## src/source/des_types_pkg.sv

```systemverilog
`default_nettype none

package des_types_pkg;

    // ==================================================
    // data widths
    // ==================================================

    // 64-bit data block or raw key, bit 1 of the standard is bit 63
    typedef logic [63:0] des_block_t;

    // L or R half of a block
    typedef logic [31:0] des_half_t;

    // C or D half of the permuted key
    typedef logic [27:0] des_cd_t;

    // per-round subkey after PC-2
    typedef logic [47:0] des_subkey_t;

    // round index, 0 means round 1
    typedef logic [3:0] des_round_t;

    // full DES
    localparam int DES_ROUNDS = 16;

    // ==================================================
    // sequencer FSM
    // ==================================================
    typedef enum logic [1:0] {
        IDLE,
        ROUND,
        DONE
    } des_seq_state_t;

endpackage

`default_nettype wire

```

## src/source/des_tables_pkg.sv

```systemverilog
`default_nettype none

package des_tables_pkg;

    import des_types_pkg::*;

    // ==================================================
    // permutation tables, 1-based as in the standard
    // ==================================================
    localparam int IP_TABLE [64] = '{
        58, 50, 42, 34, 26, 18, 10, 2, 60, 52, 44, 36, 28, 20, 12, 4,
        62, 54, 46, 38, 30, 22, 14, 6, 64, 56, 48, 40, 32, 24, 16, 8,
        57, 49, 41, 33, 25, 17, 9, 1, 59, 51, 43, 35, 27, 19, 11, 3,
        61, 53, 45, 37, 29, 21, 13, 5, 63, 55, 47, 39, 31, 23, 15, 7
    };

    localparam int FP_TABLE [64] = '{
        40, 8, 48, 16, 56, 24, 64, 32, 39, 7, 47, 15, 55, 23, 63, 31,
        38, 6, 46, 14, 54, 22, 62, 30, 37, 5, 45, 13, 53, 21, 61, 29,
        36, 4, 44, 12, 52, 20, 60, 28, 35, 3, 43, 11, 51, 19, 59, 27,
        34, 2, 42, 10, 50, 18, 58, 26, 33, 1, 41, 9, 49, 17, 57, 25
    };

    localparam int E_TABLE [48] = '{
        32, 1, 2, 3, 4, 5, 4, 5, 6, 7, 8, 9, 8, 9, 10, 11,
        12, 13, 12, 13, 14, 15, 16, 17, 16, 17, 18, 19, 20, 21, 20, 21,
        22, 23, 24, 25, 24, 25, 26, 27, 28, 29, 28, 29, 30, 31, 32, 1
    };

    localparam int P_TABLE [32] = '{
        16, 7, 20, 21, 29, 12, 28, 17, 1, 15, 23, 26, 5, 18, 31, 10,
        2, 8, 24, 14, 32, 27, 3, 9, 19, 13, 30, 6, 22, 11, 4, 25
    };

    localparam int PC1_TABLE [56] = '{
        57, 49, 41, 33, 25, 17, 9, 1, 58, 50, 42, 34, 26, 18,
        10, 2, 59, 51, 43, 35, 27, 19, 11, 3, 60, 52, 44, 36,
        63, 55, 47, 39, 31, 23, 15, 7, 62, 54, 46, 38, 30, 22,
        14, 6, 61, 53, 45, 37, 29, 21, 13, 5, 28, 20, 12, 4
    };

    localparam int PC2_TABLE [48] = '{
        14, 17, 11, 24, 1, 5, 3, 28, 15, 6, 21, 10, 23, 19, 12, 4,
        26, 8, 16, 7, 27, 20, 13, 2, 41, 52, 31, 37, 47, 55, 30, 40,
        51, 45, 33, 48, 44, 49, 39, 56, 34, 53, 46, 42, 50, 36, 29, 32
    };

    // s-boxes, row-major, index = {b1, b6} * 16 + b2..b5
    localparam int SBOX [8][64] = '{
        '{14, 4, 13, 1, 2, 15, 11, 8, 3, 10, 6, 12, 5, 9, 0, 7,
          0, 15, 7, 4, 14, 2, 13, 1, 10, 6, 12, 11, 9, 5, 3, 8,
          4, 1, 14, 8, 13, 6, 2, 11, 15, 12, 9, 7, 3, 10, 5, 0,
          15, 12, 8, 2, 4, 9, 1, 7, 5, 11, 3, 14, 10, 0, 6, 13},
        '{15, 1, 8, 14, 6, 11, 3, 4, 9, 7, 2, 13, 12, 0, 5, 10,
          3, 13, 4, 7, 15, 2, 8, 14, 12, 0, 1, 10, 6, 9, 11, 5,
          0, 14, 7, 11, 10, 4, 13, 1, 5, 8, 12, 6, 9, 3, 2, 15,
          13, 8, 10, 1, 3, 15, 4, 2, 11, 6, 7, 12, 0, 5, 14, 9},
        '{10, 0, 9, 14, 6, 3, 15, 5, 1, 13, 12, 7, 11, 4, 2, 8,
          13, 7, 0, 9, 3, 4, 6, 10, 2, 8, 5, 14, 12, 11, 15, 1,
          13, 6, 4, 9, 8, 15, 3, 0, 11, 1, 2, 12, 5, 10, 14, 7,
          1, 10, 13, 0, 6, 9, 8, 7, 4, 15, 14, 3, 11, 5, 2, 12},
        '{7, 13, 14, 3, 0, 6, 9, 10, 1, 2, 8, 5, 11, 12, 4, 15,
          13, 8, 11, 5, 6, 15, 0, 3, 4, 7, 2, 12, 1, 10, 14, 9,
          10, 6, 9, 0, 12, 11, 7, 13, 15, 1, 3, 14, 5, 2, 8, 4,
          3, 15, 0, 6, 10, 1, 13, 8, 9, 4, 5, 11, 12, 7, 2, 14},
        '{2, 12, 4, 1, 7, 10, 11, 6, 8, 5, 3, 15, 13, 0, 14, 9,
          14, 11, 2, 12, 4, 7, 13, 1, 5, 0, 15, 10, 3, 9, 8, 6,
          4, 2, 1, 11, 10, 13, 7, 8, 15, 9, 12, 5, 6, 3, 0, 14,
          11, 8, 12, 7, 1, 14, 2, 13, 6, 15, 0, 9, 10, 4, 5, 3},
        '{12, 1, 10, 15, 9, 2, 6, 8, 0, 13, 3, 4, 14, 7, 5, 11,
          10, 15, 4, 2, 7, 12, 9, 5, 6, 1, 13, 14, 0, 11, 3, 8,
          9, 14, 15, 5, 2, 8, 12, 3, 7, 0, 4, 10, 1, 13, 11, 6,
          4, 3, 2, 12, 9, 5, 15, 10, 11, 14, 1, 7, 6, 0, 8, 13},
        '{4, 11, 2, 14, 15, 0, 8, 13, 3, 12, 9, 7, 5, 10, 6, 1,
          13, 0, 11, 7, 4, 9, 1, 10, 14, 3, 5, 12, 2, 15, 8, 6,
          1, 4, 11, 13, 12, 3, 7, 14, 10, 15, 6, 8, 0, 5, 9, 2,
          6, 11, 13, 8, 1, 4, 10, 7, 9, 5, 0, 15, 14, 2, 3, 12},
        '{13, 2, 8, 4, 6, 15, 11, 1, 10, 9, 3, 14, 5, 0, 12, 7,
          1, 15, 13, 8, 10, 3, 7, 4, 12, 5, 6, 11, 0, 14, 9, 2,
          7, 11, 4, 1, 9, 12, 14, 2, 0, 6, 10, 13, 15, 3, 5, 8,
          2, 1, 14, 7, 4, 10, 8, 13, 15, 12, 9, 0, 3, 5, 6, 11}
    };

    // key rotation per round, index 0 is round 1
    localparam int ENC_SHIFT [16] = '{1, 1, 2, 2, 2, 2, 2, 2, 1, 2, 2, 2, 2, 2, 2, 1};
    localparam int DEC_SHIFT [16] = '{0, 1, 2, 2, 2, 2, 2, 2, 1, 2, 2, 2, 2, 2, 2, 1};

    // ==================================================
    // permutation and round functions
    // ==================================================

    // bit n of a w-bit vector sits at index w-n
    function automatic des_block_t des_ip(des_block_t blk);
        des_block_t res;
        for (int i = 0; i < 64; i++) res[63 - i] = blk[64 - IP_TABLE[i]];
        return res;
    endfunction

    function automatic des_block_t des_fp(des_block_t blk);
        des_block_t res;
        for (int i = 0; i < 64; i++) res[63 - i] = blk[64 - FP_TABLE[i]];
        return res;
    endfunction

    // returns {C, D}
    function automatic logic [55:0] des_pc1(des_block_t key);
        logic [55:0] res;
        for (int i = 0; i < 56; i++) res[55 - i] = key[64 - PC1_TABLE[i]];
        return res;
    endfunction

    function automatic des_subkey_t des_pc2(logic [55:0] cd);
        des_subkey_t res;
        for (int i = 0; i < 48; i++) res[47 - i] = cd[56 - PC2_TABLE[i]];
        return res;
    endfunction

    // expansion, key mix, s-boxes, P
    function automatic des_half_t des_feistel(des_half_t r, des_subkey_t k);
        des_subkey_t x;
        des_half_t s;
        des_half_t res;
        logic [5:0] grp;
        int val;
        for (int i = 0; i < 48; i++) x[47 - i] = r[32 - E_TABLE[i]];
        x = x ^ k;
        for (int b = 0; b < 8; b++) begin
            grp = x[47 - 6 * b -: 6];
            val = SBOX[b][{grp[5], grp[0], grp[4:1]}];
            s[31 - 4 * b -: 4] = val[3:0];
        end
        for (int i = 0; i < 32; i++) res[31 - i] = s[32 - P_TABLE[i]];
        return res;
    endfunction

endpackage

`default_nettype wire

```

## src/source/des_ctrl_if.sv

```systemverilog
`timescale 1ns/1ns
`default_nettype none

interface des_ctrl_if;

    import des_types_pkg::*;

    logic       load;       // pulse on accepted input
    logic       round_en;   // high for all round cycles
    des_round_t round_idx;
    logic       decrypt;
    logic       finish;     // pulse after the last round

    modport seq (output load, round_en, round_idx, decrypt, finish);

    modport dp (input load, round_en, round_idx, decrypt);

    modport res (input finish);

endinterface

`default_nettype wire

```

## src/source/des_core.sv

```systemverilog
`timescale 1ns/1ns
`default_nettype none

module des_core #(
    parameter int ROUNDS = des_types_pkg::DES_ROUNDS
) (
    input  wire                       clk_i,
    input  wire                       reset_i,
    input  wire                       mode_i,
    input  wire                       valid_i,
    input  wire                       accept_i,
    input  wire des_types_pkg::des_block_t key_i,
    input  wire des_types_pkg::des_block_t data_i,
    output logic                      accept_o,
    output des_types_pkg::des_block_t data_o_o,
    output logic                      valid_o_o
);

    import des_types_pkg::*;

    des_subkey_t subkey;
    des_block_t  preout;

    des_ctrl_if ctrl ();

    // ==================================================
    // control, datapath, output stage
    // ==================================================
    des_sequencer #(.ROUNDS(ROUNDS)) u_sequencer (
        .clk_i    (clk_i),
        .reset_i  (reset_i),
        .valid_i  (valid_i),
        .mode_i   (mode_i),
        .accept_i (accept_i),
        .accept_o (accept_o),
        .ctrl     (ctrl.seq)
    );

    des_key_schedule u_key_schedule (
        .clk_i    (clk_i),
        .reset_i  (reset_i),
        .key_i    (key_i),
        .ctrl     (ctrl.dp),
        .subkey_o (subkey)
    );

    des_round u_round (
        .clk_i    (clk_i),
        .reset_i  (reset_i),
        .data_i   (data_i),
        .subkey_i (subkey),
        .ctrl     (ctrl.dp),
        .preout_o (preout)
    );

    des_output u_output (
        .clk_i    (clk_i),
        .reset_i  (reset_i),
        .accept_i (accept_i),
        .preout_i (preout),
        .ctrl     (ctrl.res),
        .data_o   (data_o_o),
        .valid_o  (valid_o_o)
    );

endmodule

`default_nettype wire

```

## src/source/des_key_schedule.sv

```systemverilog
`timescale 1ns/1ns
`default_nettype none

module des_key_schedule (
    input  wire                        clk_i,
    input  wire                        reset_i,
    input  wire des_types_pkg::des_block_t key_i,
    des_ctrl_if.dp                     ctrl,
    output des_types_pkg::des_subkey_t subkey_o
);

    import des_types_pkg::*;
    import des_tables_pkg::*;

    des_cd_t c_q;
    des_cd_t d_q;
    des_cd_t c_rot;
    des_cd_t d_rot;
    int      shift;

    function automatic des_cd_t rotate(des_cd_t x, logic right, int n);
        if (right) begin
            return (x >> n) | (x << ($bits(des_cd_t) - n));
        end
        return (x << n) | (x >> ($bits(des_cd_t) - n));
    endfunction

    // decrypt walks back from C16/D16, round 1 with no shift
    assign shift = ctrl.decrypt ? DEC_SHIFT[ctrl.round_idx] : ENC_SHIFT[ctrl.round_idx];
    assign c_rot = rotate(c_q, ctrl.decrypt, shift);
    assign d_rot = rotate(d_q, ctrl.decrypt, shift);

    assign subkey_o = des_pc2({c_rot, d_rot});

    always_ff @(posedge clk_i or negedge reset_i) begin
        if (!reset_i) begin
            c_q <= '0;
            d_q <= '0;
        end else if (ctrl.load) begin
            {c_q, d_q} <= des_pc1(key_i);
        end else if (ctrl.round_en) begin
            c_q <= c_rot;
            d_q <= d_rot;
        end
    end

endmodule

`default_nettype wire

```

## src/source/des_output.sv

```systemverilog
`timescale 1ns/1ns
`default_nettype none

module des_output (
    input  wire                       clk_i,
    input  wire                       reset_i,
    input  wire                       accept_i,
    input  wire des_types_pkg::des_block_t preout_i,
    des_ctrl_if.res                   ctrl,
    output des_types_pkg::des_block_t data_o,
    output logic                      valid_o
);

    import des_tables_pkg::*;

    always_ff @(posedge clk_i or negedge reset_i) begin
        if (!reset_i) begin
            data_o  <= '0;
            valid_o <= 1'b0;
        end else if (ctrl.finish) begin
            data_o  <= des_fp(preout_i);
            valid_o <= 1'b1;
        end else if (valid_o && accept_i) begin
            // data stays, only valid drops
            valid_o <= 1'b0;
        end
    end

    a_hold_stall: assert property (@(posedge clk_i) disable iff (!reset_i)
        (valid_o && !accept_i) |=> (valid_o && $stable(data_o)));

endmodule

`default_nettype wire

```

## src/source/des_round.sv

```systemverilog
`timescale 1ns/1ns
`default_nettype none

module des_round (
    input  wire                         clk_i,
    input  wire                         reset_i,
    input  wire des_types_pkg::des_block_t   data_i,
    input  wire des_types_pkg::des_subkey_t  subkey_i,
    des_ctrl_if.dp                      ctrl,
    output des_types_pkg::des_block_t   preout_o
);

    import des_types_pkg::*;
    import des_tables_pkg::*;

    des_half_t l_q;
    des_half_t r_q;
    des_half_t f_out;

    // ==================================================
    // one Feistel round per enabled cycle
    // ==================================================
    assign f_out = des_feistel(r_q, subkey_i);

    always_ff @(posedge clk_i or negedge reset_i) begin
        if (!reset_i) begin
            l_q <= '0;
            r_q <= '0;
        end else if (ctrl.load) begin
            {l_q, r_q} <= des_ip(data_i);
        end else if (ctrl.round_en) begin
            l_q <= r_q;
            r_q <= l_q ^ f_out;
        end
    end

    // halves swapped after round 16
    assign preout_o = {r_q, l_q};

endmodule

`default_nettype wire

```

## src/source/des_sequencer.sv

```systemverilog
`timescale 1ns/1ns
`default_nettype none

module des_sequencer #(
    parameter int ROUNDS = des_types_pkg::DES_ROUNDS
) (
    input  wire  clk_i,
    input  wire  reset_i,
    input  wire  valid_i,
    input  wire  mode_i,
    input  wire  accept_i,
    output logic accept_o,
    des_ctrl_if.seq ctrl
);

    import des_types_pkg::*;

    localparam des_round_t LAST_IDX = des_round_t'(ROUNDS - 1);

    des_seq_state_t state;

    // load is the handshake itself, so L/R and C/D fill at the accepting edge
    assign ctrl.load = valid_i & accept_o;

    always_ff @(posedge clk_i or negedge reset_i) begin
        if (!reset_i) begin
            state          <= IDLE;
            accept_o       <= 1'b0;
            ctrl.round_en  <= 1'b0;
            ctrl.round_idx <= '0;
            ctrl.decrypt   <= 1'b0;
            ctrl.finish    <= 1'b0;
        end else begin
            ctrl.finish <= 1'b0;
            case (state)
                IDLE: begin
                    if (ctrl.load) begin
                        state          <= ROUND;
                        accept_o       <= 1'b0;
                        ctrl.round_en  <= 1'b1;
                        ctrl.round_idx <= '0;
                        ctrl.decrypt   <= mode_i;
                    end else begin
                        accept_o <= 1'b1;
                    end
                end
                ROUND: begin
                    if (ctrl.round_idx == LAST_IDX) begin
                        state         <= DONE;
                        ctrl.round_en <= 1'b0;
                        ctrl.finish   <= 1'b1;
                    end else begin
                        ctrl.round_idx <= ctrl.round_idx + des_round_t'(1);
                    end
                end
                DONE: begin
                    // output valid once finish has passed
                    if (!ctrl.finish && accept_i) begin
                        state <= IDLE;
                    end
                end
                default: state <= IDLE;
            endcase
        end
    end

    a_idx_in_range: assert property (@(posedge clk_i) disable iff (!reset_i)
        ctrl.round_en |-> (ctrl.round_idx < ROUNDS));

    a_no_accept_busy: assert property (@(posedge clk_i) disable iff (!reset_i)
        !(accept_o && ctrl.round_en));

endmodule

`default_nettype wire

```

## config.mk

```make
export PLATFORM = sky130hd
export DESIGN_NAME = des_core
export DESIGN_NICKNAME = d
export VERILOG_FILES = /design/src/source/des_types_pkg.sv /design/src/source/des_tables_pkg.sv /design/src/source/des_ctrl_if.sv /design/src/source/des_core.sv /design/src/source/des_key_schedule.sv /design/src/source/des_output.sv /design/src/source/des_round.sv /design/src/source/des_sequencer.sv
export SDC_FILE = /design/constraint.sdc
export NUM_CORES = 1
export LEC_CHECK = 0
export BUFFER_PORTS_ARGS = -buffer_cell sky130_fd_sc_hd__buf_4
export CAP_MARGIN = 20
export CORE_ASPECT_RATIO = 0.9
export CORE_MARGIN = 2
export CORE_UTILIZATION = 40
export CTS_CLUSTER_DIAMETER = 50
export DETAILED_ROUTE_END_ITERATION = 16
export MAX_ROUTING_LAYER = met4
export SKIP_LAST_GASP = 1
export SYNTH_ARGS = -nofsm -noshare
export SYNTH_HDL_FRONTEND = slang
export SYNTH_HIERARCHICAL = 1
export SYNTH_SLANG_ARGS = --single-unit
```

## constraint.sdc

```tcl
create_clock -name clk_i -period 13.44 [get_ports clk_i]
set_input_delay 1.344 -clock clk_i [delete_from_list [all_inputs] [get_ports clk_i]]
set_output_delay 1.344 -clock clk_i [all_outputs]
set_load 0.005 [all_outputs]
```

* Yosys cells after proc, flatten, opt, wreduce, memory -nomap -nowiden
Memory sizes are Yosys's and may differ from the RTL's. Cells that the tools add are included.
Word-level totals: input bits 133, bits in read-only memories 17408, register bits 195, memories kept 10, logic and storage cells 124
Memory list:
- (no name shown) | words 64, bits a word 32, rd ports 1, clocked after Yosys merged registers in 0, write ports 0, line des_tables_pkg.sv:129 | val = SBOX[b][{grp[5], grp[0], grp[4:1]}];
- (no name shown) | words 64, bits a word 32, rd ports 1, clocked after Yosys merged registers in 0, write ports 0, line des_tables_pkg.sv:129
- (no name shown) | words 64, bits a word 32, rd ports 1, clocked after Yosys merged registers in 0, write ports 0, line des_tables_pkg.sv:129
- (no name shown) | words 64, bits a word 32, rd ports 1, clocked after Yosys merged registers in 0, write ports 0, line des_tables_pkg.sv:129
- (no name shown) | words 64, bits a word 32, rd ports 1, clocked after Yosys merged registers in 0, write ports 0, line des_tables_pkg.sv:129
- (no name shown) | words 64, bits a word 32, rd ports 1, clocked after Yosys merged registers in 0, write ports 0, line des_tables_pkg.sv:129
- 4 more memories
Operators by class: bitwise gates (word level) 16, magnitude comparators 9, reductions and logical operators 11, eq/ne operators 7, multiplexer cells 49, $add $sub $neg 2, shift operators 8
Operator list (number):
- two-way mux 32 bit | 9
- two-way mux 28 bit | 8
- left shift 28 x 32 -> 28 bit | 4
- >> shifter 28 x 32 -> 28 bit | 4
- OR 28 bit | 4
- two-way mux 4 bit | 18
- greater-or-equal comparator 7 bit (second input constant) | 8
- NOT 6 -> 7 bit | 8
- XOR 48 bit | 1
- subtractor 6 x 32 -> 32 bit (first input constant) | 1
- XOR 32 bit | 1
- AND reduction 3 bit | 3
- two-way mux 1 bit | 8
- one-hot mux 4 bit (2 select lines) | 1
- two-way mux 2 bit | 3
- one-hot mux 2 bit (3 select lines) | 1
- nonzero test 2 bit | 3
- greater-or-equal comparator 5 bit (second input constant) | 1
- NOT 4 -> 5 bit | 1
- adder 4 x 1 -> 4 bit (second input constant) | 1
- equality test 4 bit (second input constant) | 1
- != test 2 x 1 -> 1 bit (second input constant) | 2
- != test 2 bit (second input constant) | 2
- equality test 2 x 1 -> 1 bit (second input constant) | 1
- 7 further kinds | 8

* Logic depth before layout (Yosys ltp)
Gate-level depths: netlist (run 1).
depth in word-level cells 18, gate-level depth with buffers 20, gate-level depth less buffers 15

* Modules after synthesis
Netlist (run 1), hierarchy kept.
Modules (own cells, without submodules):
- des_round | cells an instance 1054, area each 8609.5 um^2, instances 1, sequential area each 1601.5 um^2
- des_key_schedule | cells an instance 931, area each 6411.1 um^2, instances 1, sequential area each 1401.3 um^2
- des_output | cells an instance 138, area each 2615.0 um^2, instances 1, sequential area each 1626.6 um^2
- des_sequencer | cells an instance 40, area each 459.2 um^2, instances 1, sequential area each 250.2 um^2

* Worst setup path after synthesis (run 1)
OpenSTA, ideal clock, no wires.
kind register to register, start point reg u_sequencer.ctrl.round_idx[1], end point reg u_round.r_q[15], setup slack 9017 ps, required time 13316 ps, data arrival time 4299 ps, cell stages (with the launch flop) 15, clock period less this slack 4423 ps, cell sequence dfrtp_1 buf_6 or4b_4 o211ai_2 buf_4 mux2i_1 o21ai_0 or2_2 xnor2_1 inv_1 ha_1 mux4_2 a311oi_1 mux2i_1 a211o_1
Between the ends: longest elaborated chain between the ends 18
Ends and longest elaborated chain:
- start: declaration | line des_ctrl_if.sv:14 | modport seq (output load, round_en, round_idx, decrypt, finish);
- start signal: assignment | line des_sequencer.sv:53 | ctrl.round_idx <= ctrl.round_idx + des_round_t'(1);
- NOT 4 -> 5 bit (implied by the code) (*) | line des_key_schedule.sv:29 | assign shift = ctrl.decrypt ? DEC_SHIFT[ctrl.round_idx] : ENC_SHIFT[ctrl.round_idx];
- memory read (16 x 32 bit)
- two-way mux 32 bit (implied by the code) (2 in a row) | line des_key_schedule.sv:29
- two-way mux 32 bit (*) | line des_key_schedule.sv:29
- subtractor 6 x 32 -> 32 bit | line des_key_schedule.sv:23, des_key_schedule.sv:25
- left shift 28 x 32 -> 28 bit | line des_key_schedule.sv:23 | return (x >> n) | (x << ($bits(des_cd_t) - n));
- OR 28 bit | line des_key_schedule.sv:23
- two-way mux 28 bit | line des_key_schedule.sv:22 | if (right) begin
- two-way mux 28 bit (*) | line des_key_schedule.sv:25 | return (x << n) | (x >> ($bits(des_cd_t) - n));
- via subkey[43] | line des_core.sv:21 | des_subkey_t subkey;
- XOR 48 bit (*) | line des_tables_pkg.sv:126 | x = x ^ k;
- NOT 6 -> 7 bit (implied by the code) (*) | line des_tables_pkg.sv:129
- memory read (64 x 32 bit) (*)
- two-way mux 4 bit (implied by the code) (*) (2 in a row) | line des_tables_pkg.sv:129
- XOR 32 bit (*) | line des_round.sv:33 | r_q <= l_q ^ f_out;
- two-way mux 32 bit (*) | line des_round.sv:31 | end else if (ctrl.round_en) begin
- two-way mux 32 bit (*) | line des_round.sv:29 | end else if (ctrl.load) begin
- end signal: assignment | line des_round.sv:30 | {l_q, r_q} <= des_ip(data_i);
- end signal: assignment | line des_round.sv:33
- end: declaration | line des_round.sv:17 | des_half_t r_q;
The timed path passes the listed nets; every way through them passes the cells marked *. The select of a mux whose other input is x is not followed. A chain may end at the register's enable or synchronous reset.

* Final worst setup path (run 1)
start point reg u_sequencer.ctrl.round_idx[1], end point reg u_round.r_q[7]
The elaborated chain is that of the path after synthesis.

==> summary.txt, run 1 <==
Status
  • Outcome: finished clean

Clock network
  • Number of buffers between clock root and the deepest sink: 2
  • CTS H-tree depth: 4
  • Clock slew seen by the registers of the worst setup and hold paths: roughly 0.07 ns
  • Number of buffers created by CTS: 17
  • Post-CTS sizing: 0
  • Sinks on the clock net: 195
  • Setup Buffers After CTS: 0
  • Clock tree from TritonCTS: done
  • Number of buffers added to fix hold violations after cts: 0
  • Source-to-sink clock delay at the later pin of the worst-skew pair: between 0.5 and 0.6 ns
  • Root Buffer Master: clkbuf_16

Critical path
  • RR Endpoint: u_round/r_q[7]
  • Cells on worst reg2reg path: 14
  • Kind of critical path: flop to flop
  • Crit path launch type: flop
  • R2r startpoint: u_sequencer/ctrl.round_idx[1]
  • CP max FO: 61
  • Worst EP required: about 14 ns
  • CP endpoint kind: flop
  • Arrival time at the worst endpoint: roughly 7.3 ns
  • Minimum setup slack among reg-to-reg paths: 6.50 ns

Routing
  • Antenna viol nets, final: 0
  • Drt first-iter violations: ~2300
  • Number of vias per cell after detailed routing: approximately 6.3
  • Total wirelength of the detailed-routed design: roughly 67 mm
  • Number of optimization iterations in the first detailed-route pass: 7
  • WL per Instance: roughly 24 um
  • DRC violation count after routing: 0
  • Total via count in the routed design: 18100

Yosys
  • Warnings from Yosys: 6
  • Async set-or-reset flop fraction in the synthesized netlist: 100%
  • Area of the mapped netlist: between 15000 and 20000 um^2
  • Cell types occupying the most area after synthesis: dfrtp_1, mux2i_1, nand2_1, o21ai_0, ha_1
  • Average instance area after synthesis: roughly 8.4 um^2
  • Top_reg_cell synth: dfrtp_1
  • Gate Count Post-Synth: between 2000 and 2500
  • Number of nets in the synthesized netlist: 2359
  • Most area-hungry cell type in the Yosys netlist: dfrtp_1
  • Proportion of synthesized chip area in sequential cells: a little over a quarter
  • Share of the synthesized area in the top cell type: between 20% and 30%
  • Number of synthesized flops with an enable pin: 0
  • Count of distinct cell types in the synthesized netlist: 87
  • Flip-flop and latch count after synthesis: a little under 200

STA
  • Number of max-slew violations in the final report: 0
  • Worst-case hold slack: slightly below 0.5 ns
  • Slew Limit Headroom: between 10% and 20%
  • Setup violations, final: 0
  • Transition at the pin with the smallest max-transition slack: roughly 1.2 ns
  • Worst Skew: 0.0179 ns
  • Fmax: 144 MHz
  • Setup repair after global routing missed its margin: no
  • Number of hold-slack violations in the final timing report: 0
  • Final min period: roughly 6.9 ns
  • Tcrit/Tclk final: between 50% and 60%
  • Setup TNS after final layout: 0 ns

Place
  • RD Place Congestion: around 0.94
  • Detailed placer's ending HPWL: between 40 and 50 mm
  • Number of placed instances with taps included: between 2000 and 3000
  • Count of buffers inserted at the top-level ports: 190
  • Cell area after placement: a little under 20000 um^2

Global route
  • Maximum number of pins on one net before global-route repair: 76
  • Via count of the first global-routing pass: 16800
  • Total Routing Usage GR: roughly 29%
  • GRT Residual Overflow: 0
  • Initial antenna violation count: 0
  • Wire length of the first global-routing pass: just over 100 mm

Die
  • Area of the core region: around 44000 um^2
  • Die Ht: approximately 210 um
  • Overall die area: about 47000 um^2
  • Die W: around 230 um
  • IO Pins: 199
  • Number of rows in the core area: 73
  • Initial Util: just over 40%

Worst hold path
  • Hold_sp: u_output/valid_o
  • Hold-critical path depth: 1
  • Destination of the worst hold path: u_output/valid_o
  • Tightest Hold Check Type: flop to flop

Layout
  • Leading cell type in the layout, fill and taps excluded: buf_4
  • Nets: ~2400
  • Area growth syn-to-layout: 13.1%
  • Number of diodes added for antenna fixing: 0
  • Most used cells in the layout excluding fill and tap cells: buf_4, nand2_1, dfrtp_1
  • Final instance count without filler cells: between 2000 and 3000
  • Final non-filler cell area: 20500 um^2
  • Layout cells sized above 1: between 10% and 20%
  • Fillcell total: around 4400

Job
  • Number of maximum-capacitance constraint violations: 0
-- Yosys cell counts, types with 33 or more instances --
cell,count
o21ai_0,161
inv_1,61
xor2_1,44
clkbuf_1,116
xnor2_1,62
buf_2,47
nand2_1,217
ha_1,63
nand3_1,68
mux2i_1,94
mux2_4,49
nor2_1,139
o22ai_1,34
dfrtp_1,195
nor3_1,61
a211oi_1,33
a21oi_1,144
-- stage by stage --
stage          util (%)  setup slack [ns]
6_report           46.1              6.50
5_1_grt            46.1              6.45
4_1_cts            46.0              6.83
3_5_place_dp       44.7              6.87
3_3_place_gp       44.7              6.88
2_1_floorplan         -              9.02
-- worst max-delay path, cell delays in order (launching register included) --
cell	delay [ns]
dfrtp_2	0.65
buf_4	0.61
or3_1	0.50
o211ai_4	0.22
buf_4	0.35
or4_1	0.57
a32oi_1	0.79
xor2_1	0.78
ha_1	0.53
nand2_1	0.16
nand2_1	0.09
mux4_2	0.48
o22ai_1	0.54
mux2i_1	0.17
a211o_1	0.30
-- per-layer routing --
layer | vias to the layer above | GRT usage [%] | routed length, um
met4 | 0 | 9.73 | 2040
met3 | 113 | 4.95 | 5240
met5 | - | - | 0
met2 | 896 | 43.3 | 30200
li1 | 8135 | - | -
met1 | 8923 | 39.9 | 29900
-- cells by family after synthesis --
logic type / share of synthesized area [%]
adders and majority gates: 4.41
muxes: 13.5
xor gates and xnor gates: 6.27
DFF: 27.0
AOI/OAI and AO/OA: 25.5
and+or+nand+nor: 17.2
buffers and inverters: 6.11
-- cell type report --
type | count | area (um^2) | area share [%]
Timing Repair Buffer | 246 | 1870 | 9.15
Inverter | 66 | 250 | 1.22
Clock inverter | 12 | 113 | 0.550
Sequential cell | 195 | 4890 | 23.9
Tap cell | 600 | 751 | 3.67
Clock buffer | 20 | 457 | 2.23
Multi-Input combinational cell | 1710 | 12100 | 59.3
-- flip-flops by register name, summed over array words and instances, names as in the netlist --
signal                      flops
u_sequencer/ctrl.round_en       1
u_sequencer/accept_o            1
u_sequencer/ctrl.finish         1
u_sequencer/state               2
u_output/valid_o                1
u_key_schedule/d_q             28
u_round/r_q                    32
u_sequencer/ctrl.decrypt        1
u_key_schedule/c_q             28
u_output/data_o                64
u_round/l_q                    32
u_sequencer/ctrl.round_idx      4
-- how the worst max path moves through the flow --
stage | startpoint | end | cells past startpoint | slack, ns
6_report | u_sequencer/ctrl.round_idx[1] | u_round/r_q[7] | 14 | 6.50
5_1_grt | u_sequencer/ctrl.round_idx[1] | u_round/r_q[7] | 14 | 6.45
4_1_cts | u_sequencer/ctrl.round_idx[1] | u_round/r_q[7] | 14 | 6.83
3_5_place_dp | u_sequencer/ctrl.round_idx[1] | u_round/r_q[7] | 14 | 6.87
3_3_place_gp | u_sequencer/ctrl.round_idx[1] | u_round/r_q[7] | 14 | 6.88
2_1_floorplan | u_sequencer/ctrl.round_idx[1] | u_round/r_q[15] | 14 | 9.02
Power of run 1 is not shown: default switching activity piles up to over one toggle a cycle in this logic, so the estimate is an artifact.
==> run 2, diff against run 1 <==
- clock period: 13.44 -> 6.4 ns (I/O delays scaled with it)
==> summary.txt, run 2 (synthesis gave the netlist of run 1 again) <==
Layout
  • Leading cell type in the layout, fill and taps excluded: buf_4
  • Most used cells in the layout excluding fill and tap cells: buf_4, nand2_1, dfrtp_1
  • Number of diodes added for antenna fixing: 0 (unchanged)
  • Nets: 2483 (+2.1%)
  • Flip-flop count of the largest register after layout: 64 (unchanged)
  • Largest registers: u_output/data_o x64, u_round/l_q x32, u_round/r_q x32
  • Area growth syn-to-layout: 15.2%
  • Layout cells sized above 1: 20.9% (+1.8 points)
  • Register with the most flip-flops: u_output/data_o

Global route
  • Via count of the first global-routing pass: 17100 (+1.8%)
  • Initial antenna violation count: 0 (unchanged)
  • Wire length of the first global-routing pass: 103 mm (+0.10%)
  • Maximum number of pins on one net before global-route repair: 104 (+37%)
  • Total Routing Usage GR: 28.9% (-0.15 points)
  • GRT Residual Overflow: 0 (unchanged)

Place
  • RD Place Congestion: 0.944 (about the same)
  • Detailed placer's ending HPWL: 48.3 mm (+1.7%)
  • Count of buffers inserted at the top-level ports: 190 (unchanged)

STA
  • Setup repair after global routing missed its margin: no
  • Worst Skew: 0.0112 ns (-0.00669 ns)
  • Fmax: 183 MHz (+27%)
  • Number of hold-slack violations in the final timing report: 0 (unchanged)
  • Final min period: 5.47 ns (-1.47 ns)
  • Number of max-slew violations in the final report: 0 (unchanged)
  • Setup TNS after final layout: 0 ns (unchanged)
  • Tcrit/Tclk final: 85.5% (+34 points)
  • Transition at the pin with the smallest max-transition slack: 1.01 ns (-0.215 ns)
  • Slew Limit Headroom: 33.0% (+14 points)
  • Setup violations, final: 0 (unchanged)

Routing
  • Number of vias per cell after detailed routing: 6.28 (-0.96%)
  • Total via count in the routed design: 18200 (+0.77%)
  • Drt first-iter violations: 2089 (-7.5%)
  • WL per Instance: 23.1 um (-2.4%)
  • Antenna viol nets, final: 0 (unchanged)
  • Total wirelength of the detailed-routed design: 67.0 mm (-0.65%)
  • Number of optimization iterations in the first detailed-route pass: 5 (-2)
  • DRC violation count after routing: 0 (unchanged)

Clock network
  • CTS H-tree depth: 4 (unchanged)
  • Number of buffers added to fix hold violations after cts: 0 (unchanged)
  • Sinks on the clock net: 195 (unchanged)
  • Clock slew seen by the registers of the worst setup and hold paths: 0.08 ns (about the same)
  • Setup Buffers After CTS: 0 (unchanged)
  • Number of buffers between clock root and the deepest sink: 2 (unchanged)
  • Root Buffer Master: clkbuf_16
  • Clock tree from TritonCTS: done
  • Post-CTS sizing: 0 (unchanged)
  • Source-to-sink clock delay at the later pin of the worst-skew pair: 0.47 ns (-0.04 ns)
  • Number of buffers created by CTS: 17 (unchanged)

Die
  • IO Pins: 199 (unchanged)
  • Die Ht: 206 um (unchanged)
  • Area of the core region: 44400 um^2 (unchanged)
  • Initial Util: 40.8% (unchanged)
  • Overall die area: 47000 um^2 (unchanged)
  • Die W: 228 um (unchanged)
  • Number of rows in the core area: 73 (unchanged)

Job
  • Number of maximum-capacitance constraint violations: 0 (unchanged)

Critical path
  • Cell at the slowest stage of the critical path: dfrtp_1
  • CP endpoint kind: flop
  • Top Family by Delay on Critical Path: compound AO/OA/AOI/OAI gates
  • Crit path launch type: flop
  • Worst EP required: 6.76 ns (-7.05 ns)
  • Cell repeated most along the worst path: buf_4
  • Cells traversed along the worst timing path: buf_4 -> or3_1 -> o211ai_4 -> buf_4 -> or4_1 -> a32oi_1 -> xor2_1 -> buf_4 -> inv_2 -> nand2_1 -> a21boi_0 -> mux4_2 -> o22ai_1 -> buf_4 -> mux2i_1 -> a211o_1
  • Arrival time at the worst endpoint: 5.83 ns (-1.48 ns)
  • CP max FO: 20 (-67%)
  • Peak per-stage delay on the critical path: 0.84 ns (+0.05 ns)
  • Critical path buffer and inverter count: 5 (+3)
  • Kind of critical path: flop to flop

Worst hold path
  • Tightest Hold Check Type: input pin to async pin

Status
  • Outcome: finished clean
run 2: worst paths after layout:
path,from,end,slack [ns],depth (start not counted)
worst max-delay path,u_sequencer/ctrl.round_idx[2],u_round/r_q[7],0.93,16
worst min-delay path,reset_i,u_sequencer/ctrl.decrypt,0.21,1
worst max register to register,u_sequencer/ctrl.round_idx[2],u_round/r_q[7],0.93,16
worst min register to register,u_output/valid_o,u_output/valid_o,0.49,1
max in group asynchronous,reset_i,u_output/valid_o,4.81,2
min in group clk_i,key_i[6],u_key_schedule/c_q[19],0.37,3
run 2: metrics by stage:
stage	hold slack, ns	setup WS (ns)	std cells	cell area [um^2]	utilization, %
6_report	0.209	0.926	2899	20900	47.0
2_1_floorplan	0.344	1.98	2163	18100	-
4_1_cts	0.216	1.11	2898	20800	47.0
5_1_grt	0.248	0.792	2899	20900	47.0
3_5_place_dp	0.474	1.13	2867	20300	45.6
3_3_place_gp	0.475	1.14	2867	20300	45.6
run 2: worst register-to-register path: stages (launching register included):
cell      delay (ns)
dfrtp_1         0.84
buf_4           0.38
or3_1           0.21
o211ai_4        0.14
buf_4           0.25
or4_1           0.56
a32oi_1         0.47
xor2_1          0.30
buf_4           0.27
inv_2           0.17
nand2_1         0.15
a21boi_0        0.17
mux4_2          0.48
o22ai_1         0.42
buf_4           0.23
mux2i_1         0.08
a211o_1         0.26
run 2: per-layer routing:
| metal | vias up | routed length [um] | global-route usage (%) |
|---|---|---|---|
| met5 | - | 0 | - |
| met4 | 0 | 2640 | 10.9 |
| met3 | 138 | 5350 | 5.16 |
| met2 | 868 | 29400 | 42.3 |
| met1 | 8964 | 29600 | 39.7 |
| li1 | 8237 | - | - |
run 2: final cells by class:
type / count / area [um^2]
Sequential cell: 195 / 4890
Fill cell: 4408 / 23500
Tap cell: 600 / 751
Multi-Input combinational cell: 1710 / 12100
Clock inverter: 14 / 165
Inverter: 66 / 250
Clock buffer: 17 / 425
Timing Repair Buffer: 297 / 2240
Power of run 2 is left out for the same reason.
==> run 3, diff against run 2 <==
- CORE_MARGIN: 2 -> 10
- MAX_ROUTING_LAYER: met4 -> not set
==> summary.txt, run 3 (synthesis gave the netlist of run 1 again) <==
Routing
  • Number of optimization iterations in the first detailed-route pass: 8 (+3)
  • Routed length on met1: 30.5 mm (+3.0%)
  • Total via count in the routed design: 18200 (+0.20%)
  • Antenna viol nets, final: 0 (unchanged)
  • WL per Instance: 24.2 um (+4.7%)
  • Uppermost layer routed: met4
  • DRC violation count after routing: 0 (unchanged)
  • Met3 WL post-DR: 5.34 mm (about the same)
  • Number of vias per cell after detailed routing: 6.31 (+0.45%)
  • Amount of wire on met2 after detailed routing: 31.5 mm (+7.0%)
  • Total wirelength of the detailed-routed design: 69.9 mm (+4.4%)
  • Drt first-iter violations: 2079 (-0.48%)

Die
  • Initial Util: 40.7% (-0.084 points)
  • Die Ht: 222 um (+7.8%)
  • IO Pins: 199 (unchanged)
  • Number of rows in the core area: 73 (unchanged)
  • Overall die area: 54200 um^2 (+15%)
  • Area of the core region: 44500 um^2 (+0.21%)
  • Die W: 244 um (+7.0%)

Layout
  • Number of diodes added for antenna fixing: 0 (unchanged)
  • Flip-flop count of the largest register after layout: 64 (unchanged)
  • Layout cells sized above 1: 20.6% (-0.24 points)
  • Most used cells in the layout excluding fill and tap cells: buf_4, nand2_1, dfrtp_1
  • Fillcell total: 4363 (-1.0%)
  • Leading cell type in the layout, fill and taps excluded: buf_4
  • Multi-input gate area: 12100 um^2 (unchanged)
  • Sequential cell area: 4890 um^2 (unchanged)
  • Nets: 2475 (-0.32%)
  • Largest registers: u_output/data_o x64, u_round/l_q x32, u_round/r_q x32
  • Register with the most flip-flops: u_output/data_o
  • Area growth syn-to-layout: 15.3% (about the same)

Global route
  • Total Routing Usage GR: 24.9% (-3.9 points)
  • Maximum number of pins on one net before global-route repair: 135 (+30%)
  • Wire length of the first global-routing pass: 107 mm (+3.8%)
  • Via count of the first global-routing pass: 17100 (-0.087%)
  • Initial antenna violation count: 0 (unchanged)
  • GRT Residual Overflow: 0 (unchanged)

Clock network
  • Setup Buffers After CTS: 0 (unchanged)
  • Clock slew seen by the registers of the worst setup and hold paths: 0.08 ns (about the same)
  • Number of buffers added to fix hold violations after cts: 0 (unchanged)
  • Source-to-sink clock delay at the later pin of the worst-skew pair: 0.51 ns (+0.04 ns)
  • Root Buffer Master: clkbuf_16
  • CTS H-tree depth: 4 (unchanged)
  • Clock tree from TritonCTS: done
  • Post-CTS sizing: 0 (unchanged)
  • Sinks on the clock net: 195 (unchanged)
  • Number of buffers between clock root and the deepest sink: 2 (unchanged)
  • Number of buffers created by CTS: 17 (unchanged)

Worst hold path
  • Tightest Hold Check Type: input pin to async pin

STA
  • Worst Skew: 0.0119 ns (+0.000750 ns)
  • Setup TNS after final layout: 0 ns (unchanged)
  • Transition at the pin with the smallest max-transition slack: 0.962 ns (-0.0439 ns)
  • Number of max-slew violations in the final report: 0 (unchanged)
  • Number of hold-slack violations in the final timing report: 0 (unchanged)
  • Setup violations, final: 0 (unchanged)
  • Fmax: 189 MHz (+3.5%)
  • Worst-case hold slack: 0.205 ns (-0.00393 ns)
  • Tcrit/Tclk final: 82.6% (-2.9 points)
  • Setup repair after global routing missed its margin: no
  • Slew Limit Headroom: 35.9% (+2.9 points)
  • Final min period: 5.29 ns (-0.186 ns)

Job
  • Number of maximum-capacitance constraint violations: 0 (unchanged)

Critical path
  • Kind of critical path: flop to flop
  • Cells traversed along the worst timing path: buf_4 -> nand4_1 -> buf_4 -> o211ai_4 -> or4_1 -> a32oi_1 -> xor2_1 -> ha_1 -> nand2_1 -> nand2_1 -> mux4_2 -> o22ai_1 -> buf_4 -> mux2i_1 -> a211o_1
  • Critical path buffer and inverter count: 3 (-2)
  • CP max FO: 25 (+25%)
  • CP endpoint kind: flop
  • Top Family by Delay on Critical Path: compound AO/OA/AOI/OAI gates
  • Crit path launch type: flop
  • Arrival time at the worst endpoint: 5.68 ns (-0.15 ns)
  • Cell at the slowest stage of the critical path: dfrtp_1
  • Peak per-stage delay on the critical path: 0.59 ns (-0.25 ns)
  • Cell repeated most along the worst path: buf_4
  • Worst EP required: 6.79 ns (+0.03 ns)

Place
  • RD Place Congestion: 0.961 (+1.8%)
  • Count of buffers inserted at the top-level ports: 190 (unchanged)
  • Detailed placer's ending HPWL: 50.4 mm (+4.5%)

Status
  • Outcome: finished clean
[run 3: changes by cell type in the layout (fill, tap and decap cells not counted), sizes merged]
cell	change
clkinvlp	-2
buf	-8
clkinv	+2
inv	+1
[run 3: layer usage]
metal | global-route usage (%) | vias to the layer above
met1 | 34.5 | 8959
li1 | - | 8246
met2 | 37.7 | 897
met5 | 0 | -
met4 | 10.5 | 0
met3 | 4.18 | 142
[run 3: final timing paths]
| check | end | slack [ns] | depth (start not counted) | start |
|---|---|---|---|---|
| setup reg to reg | u_round/r_q[7] | 1.11 | 15 | u_sequencer/ctrl.round_idx[3] |
| hold reg to reg | u_output/valid_o | 0.49 | 1 | u_output/valid_o |
| hold / removal | u_key_schedule/c_q[13] | 0.20 | 1 | reset_i |
| max in group asynchronous | u_output/data_o[51] | 4.58 | 2 | reset_i |
| min in group clk_i | u_round/l_q[22] | 0.33 | 3 | data_i[12] |
| setup / recovery | u_round/r_q[7] | 1.11 | 15 | u_sequencer/ctrl.round_idx[3] |
[run 3: worst register-to-register path, cell delays in order (launching register included)]
cell      delay, ns
dfrtp_1        0.59
buf_4          0.33
nand4_1        0.11
buf_4          0.32
o211ai_4       0.29
or4_1          0.59
a32oi_1        0.48
xor2_1         0.58
ha_1           0.37
nand2_1        0.12
nand2_1        0.09
mux4_2         0.49
o22ai_1        0.26
buf_4          0.21
mux2i_1        0.08
a211o_1        0.27
[run 3: final cells by class]
type,count,area share [%]
clock buffer,17,2.04
clock inverter,15,0.996
inverter,66,1.20
multi-input combinational,1710,58.2
sequential,195,23.4
tap,600,3.60
timing repair buffer,289,10.6
[run 3: metrics by stage]
step | instance area, um^2 | cells | utilization [%] | setup slack [ns]
2_1_floorplan | 18100 | 2163 | - | 1.98
3_3_place_gp | 20200 | 2857 | 45.4 | 1.11
3_5_place_dp | 20200 | 2858 | 45.4 | 1.07
4_1_cts | 20800 | 2890 | 46.9 | 1.04
5_1_grt | 20900 | 2892 | 46.9 | 0.877
6_report | 20900 | 2892 | 46.9 | 1.11
Power of run 3 is left out for the same reason.
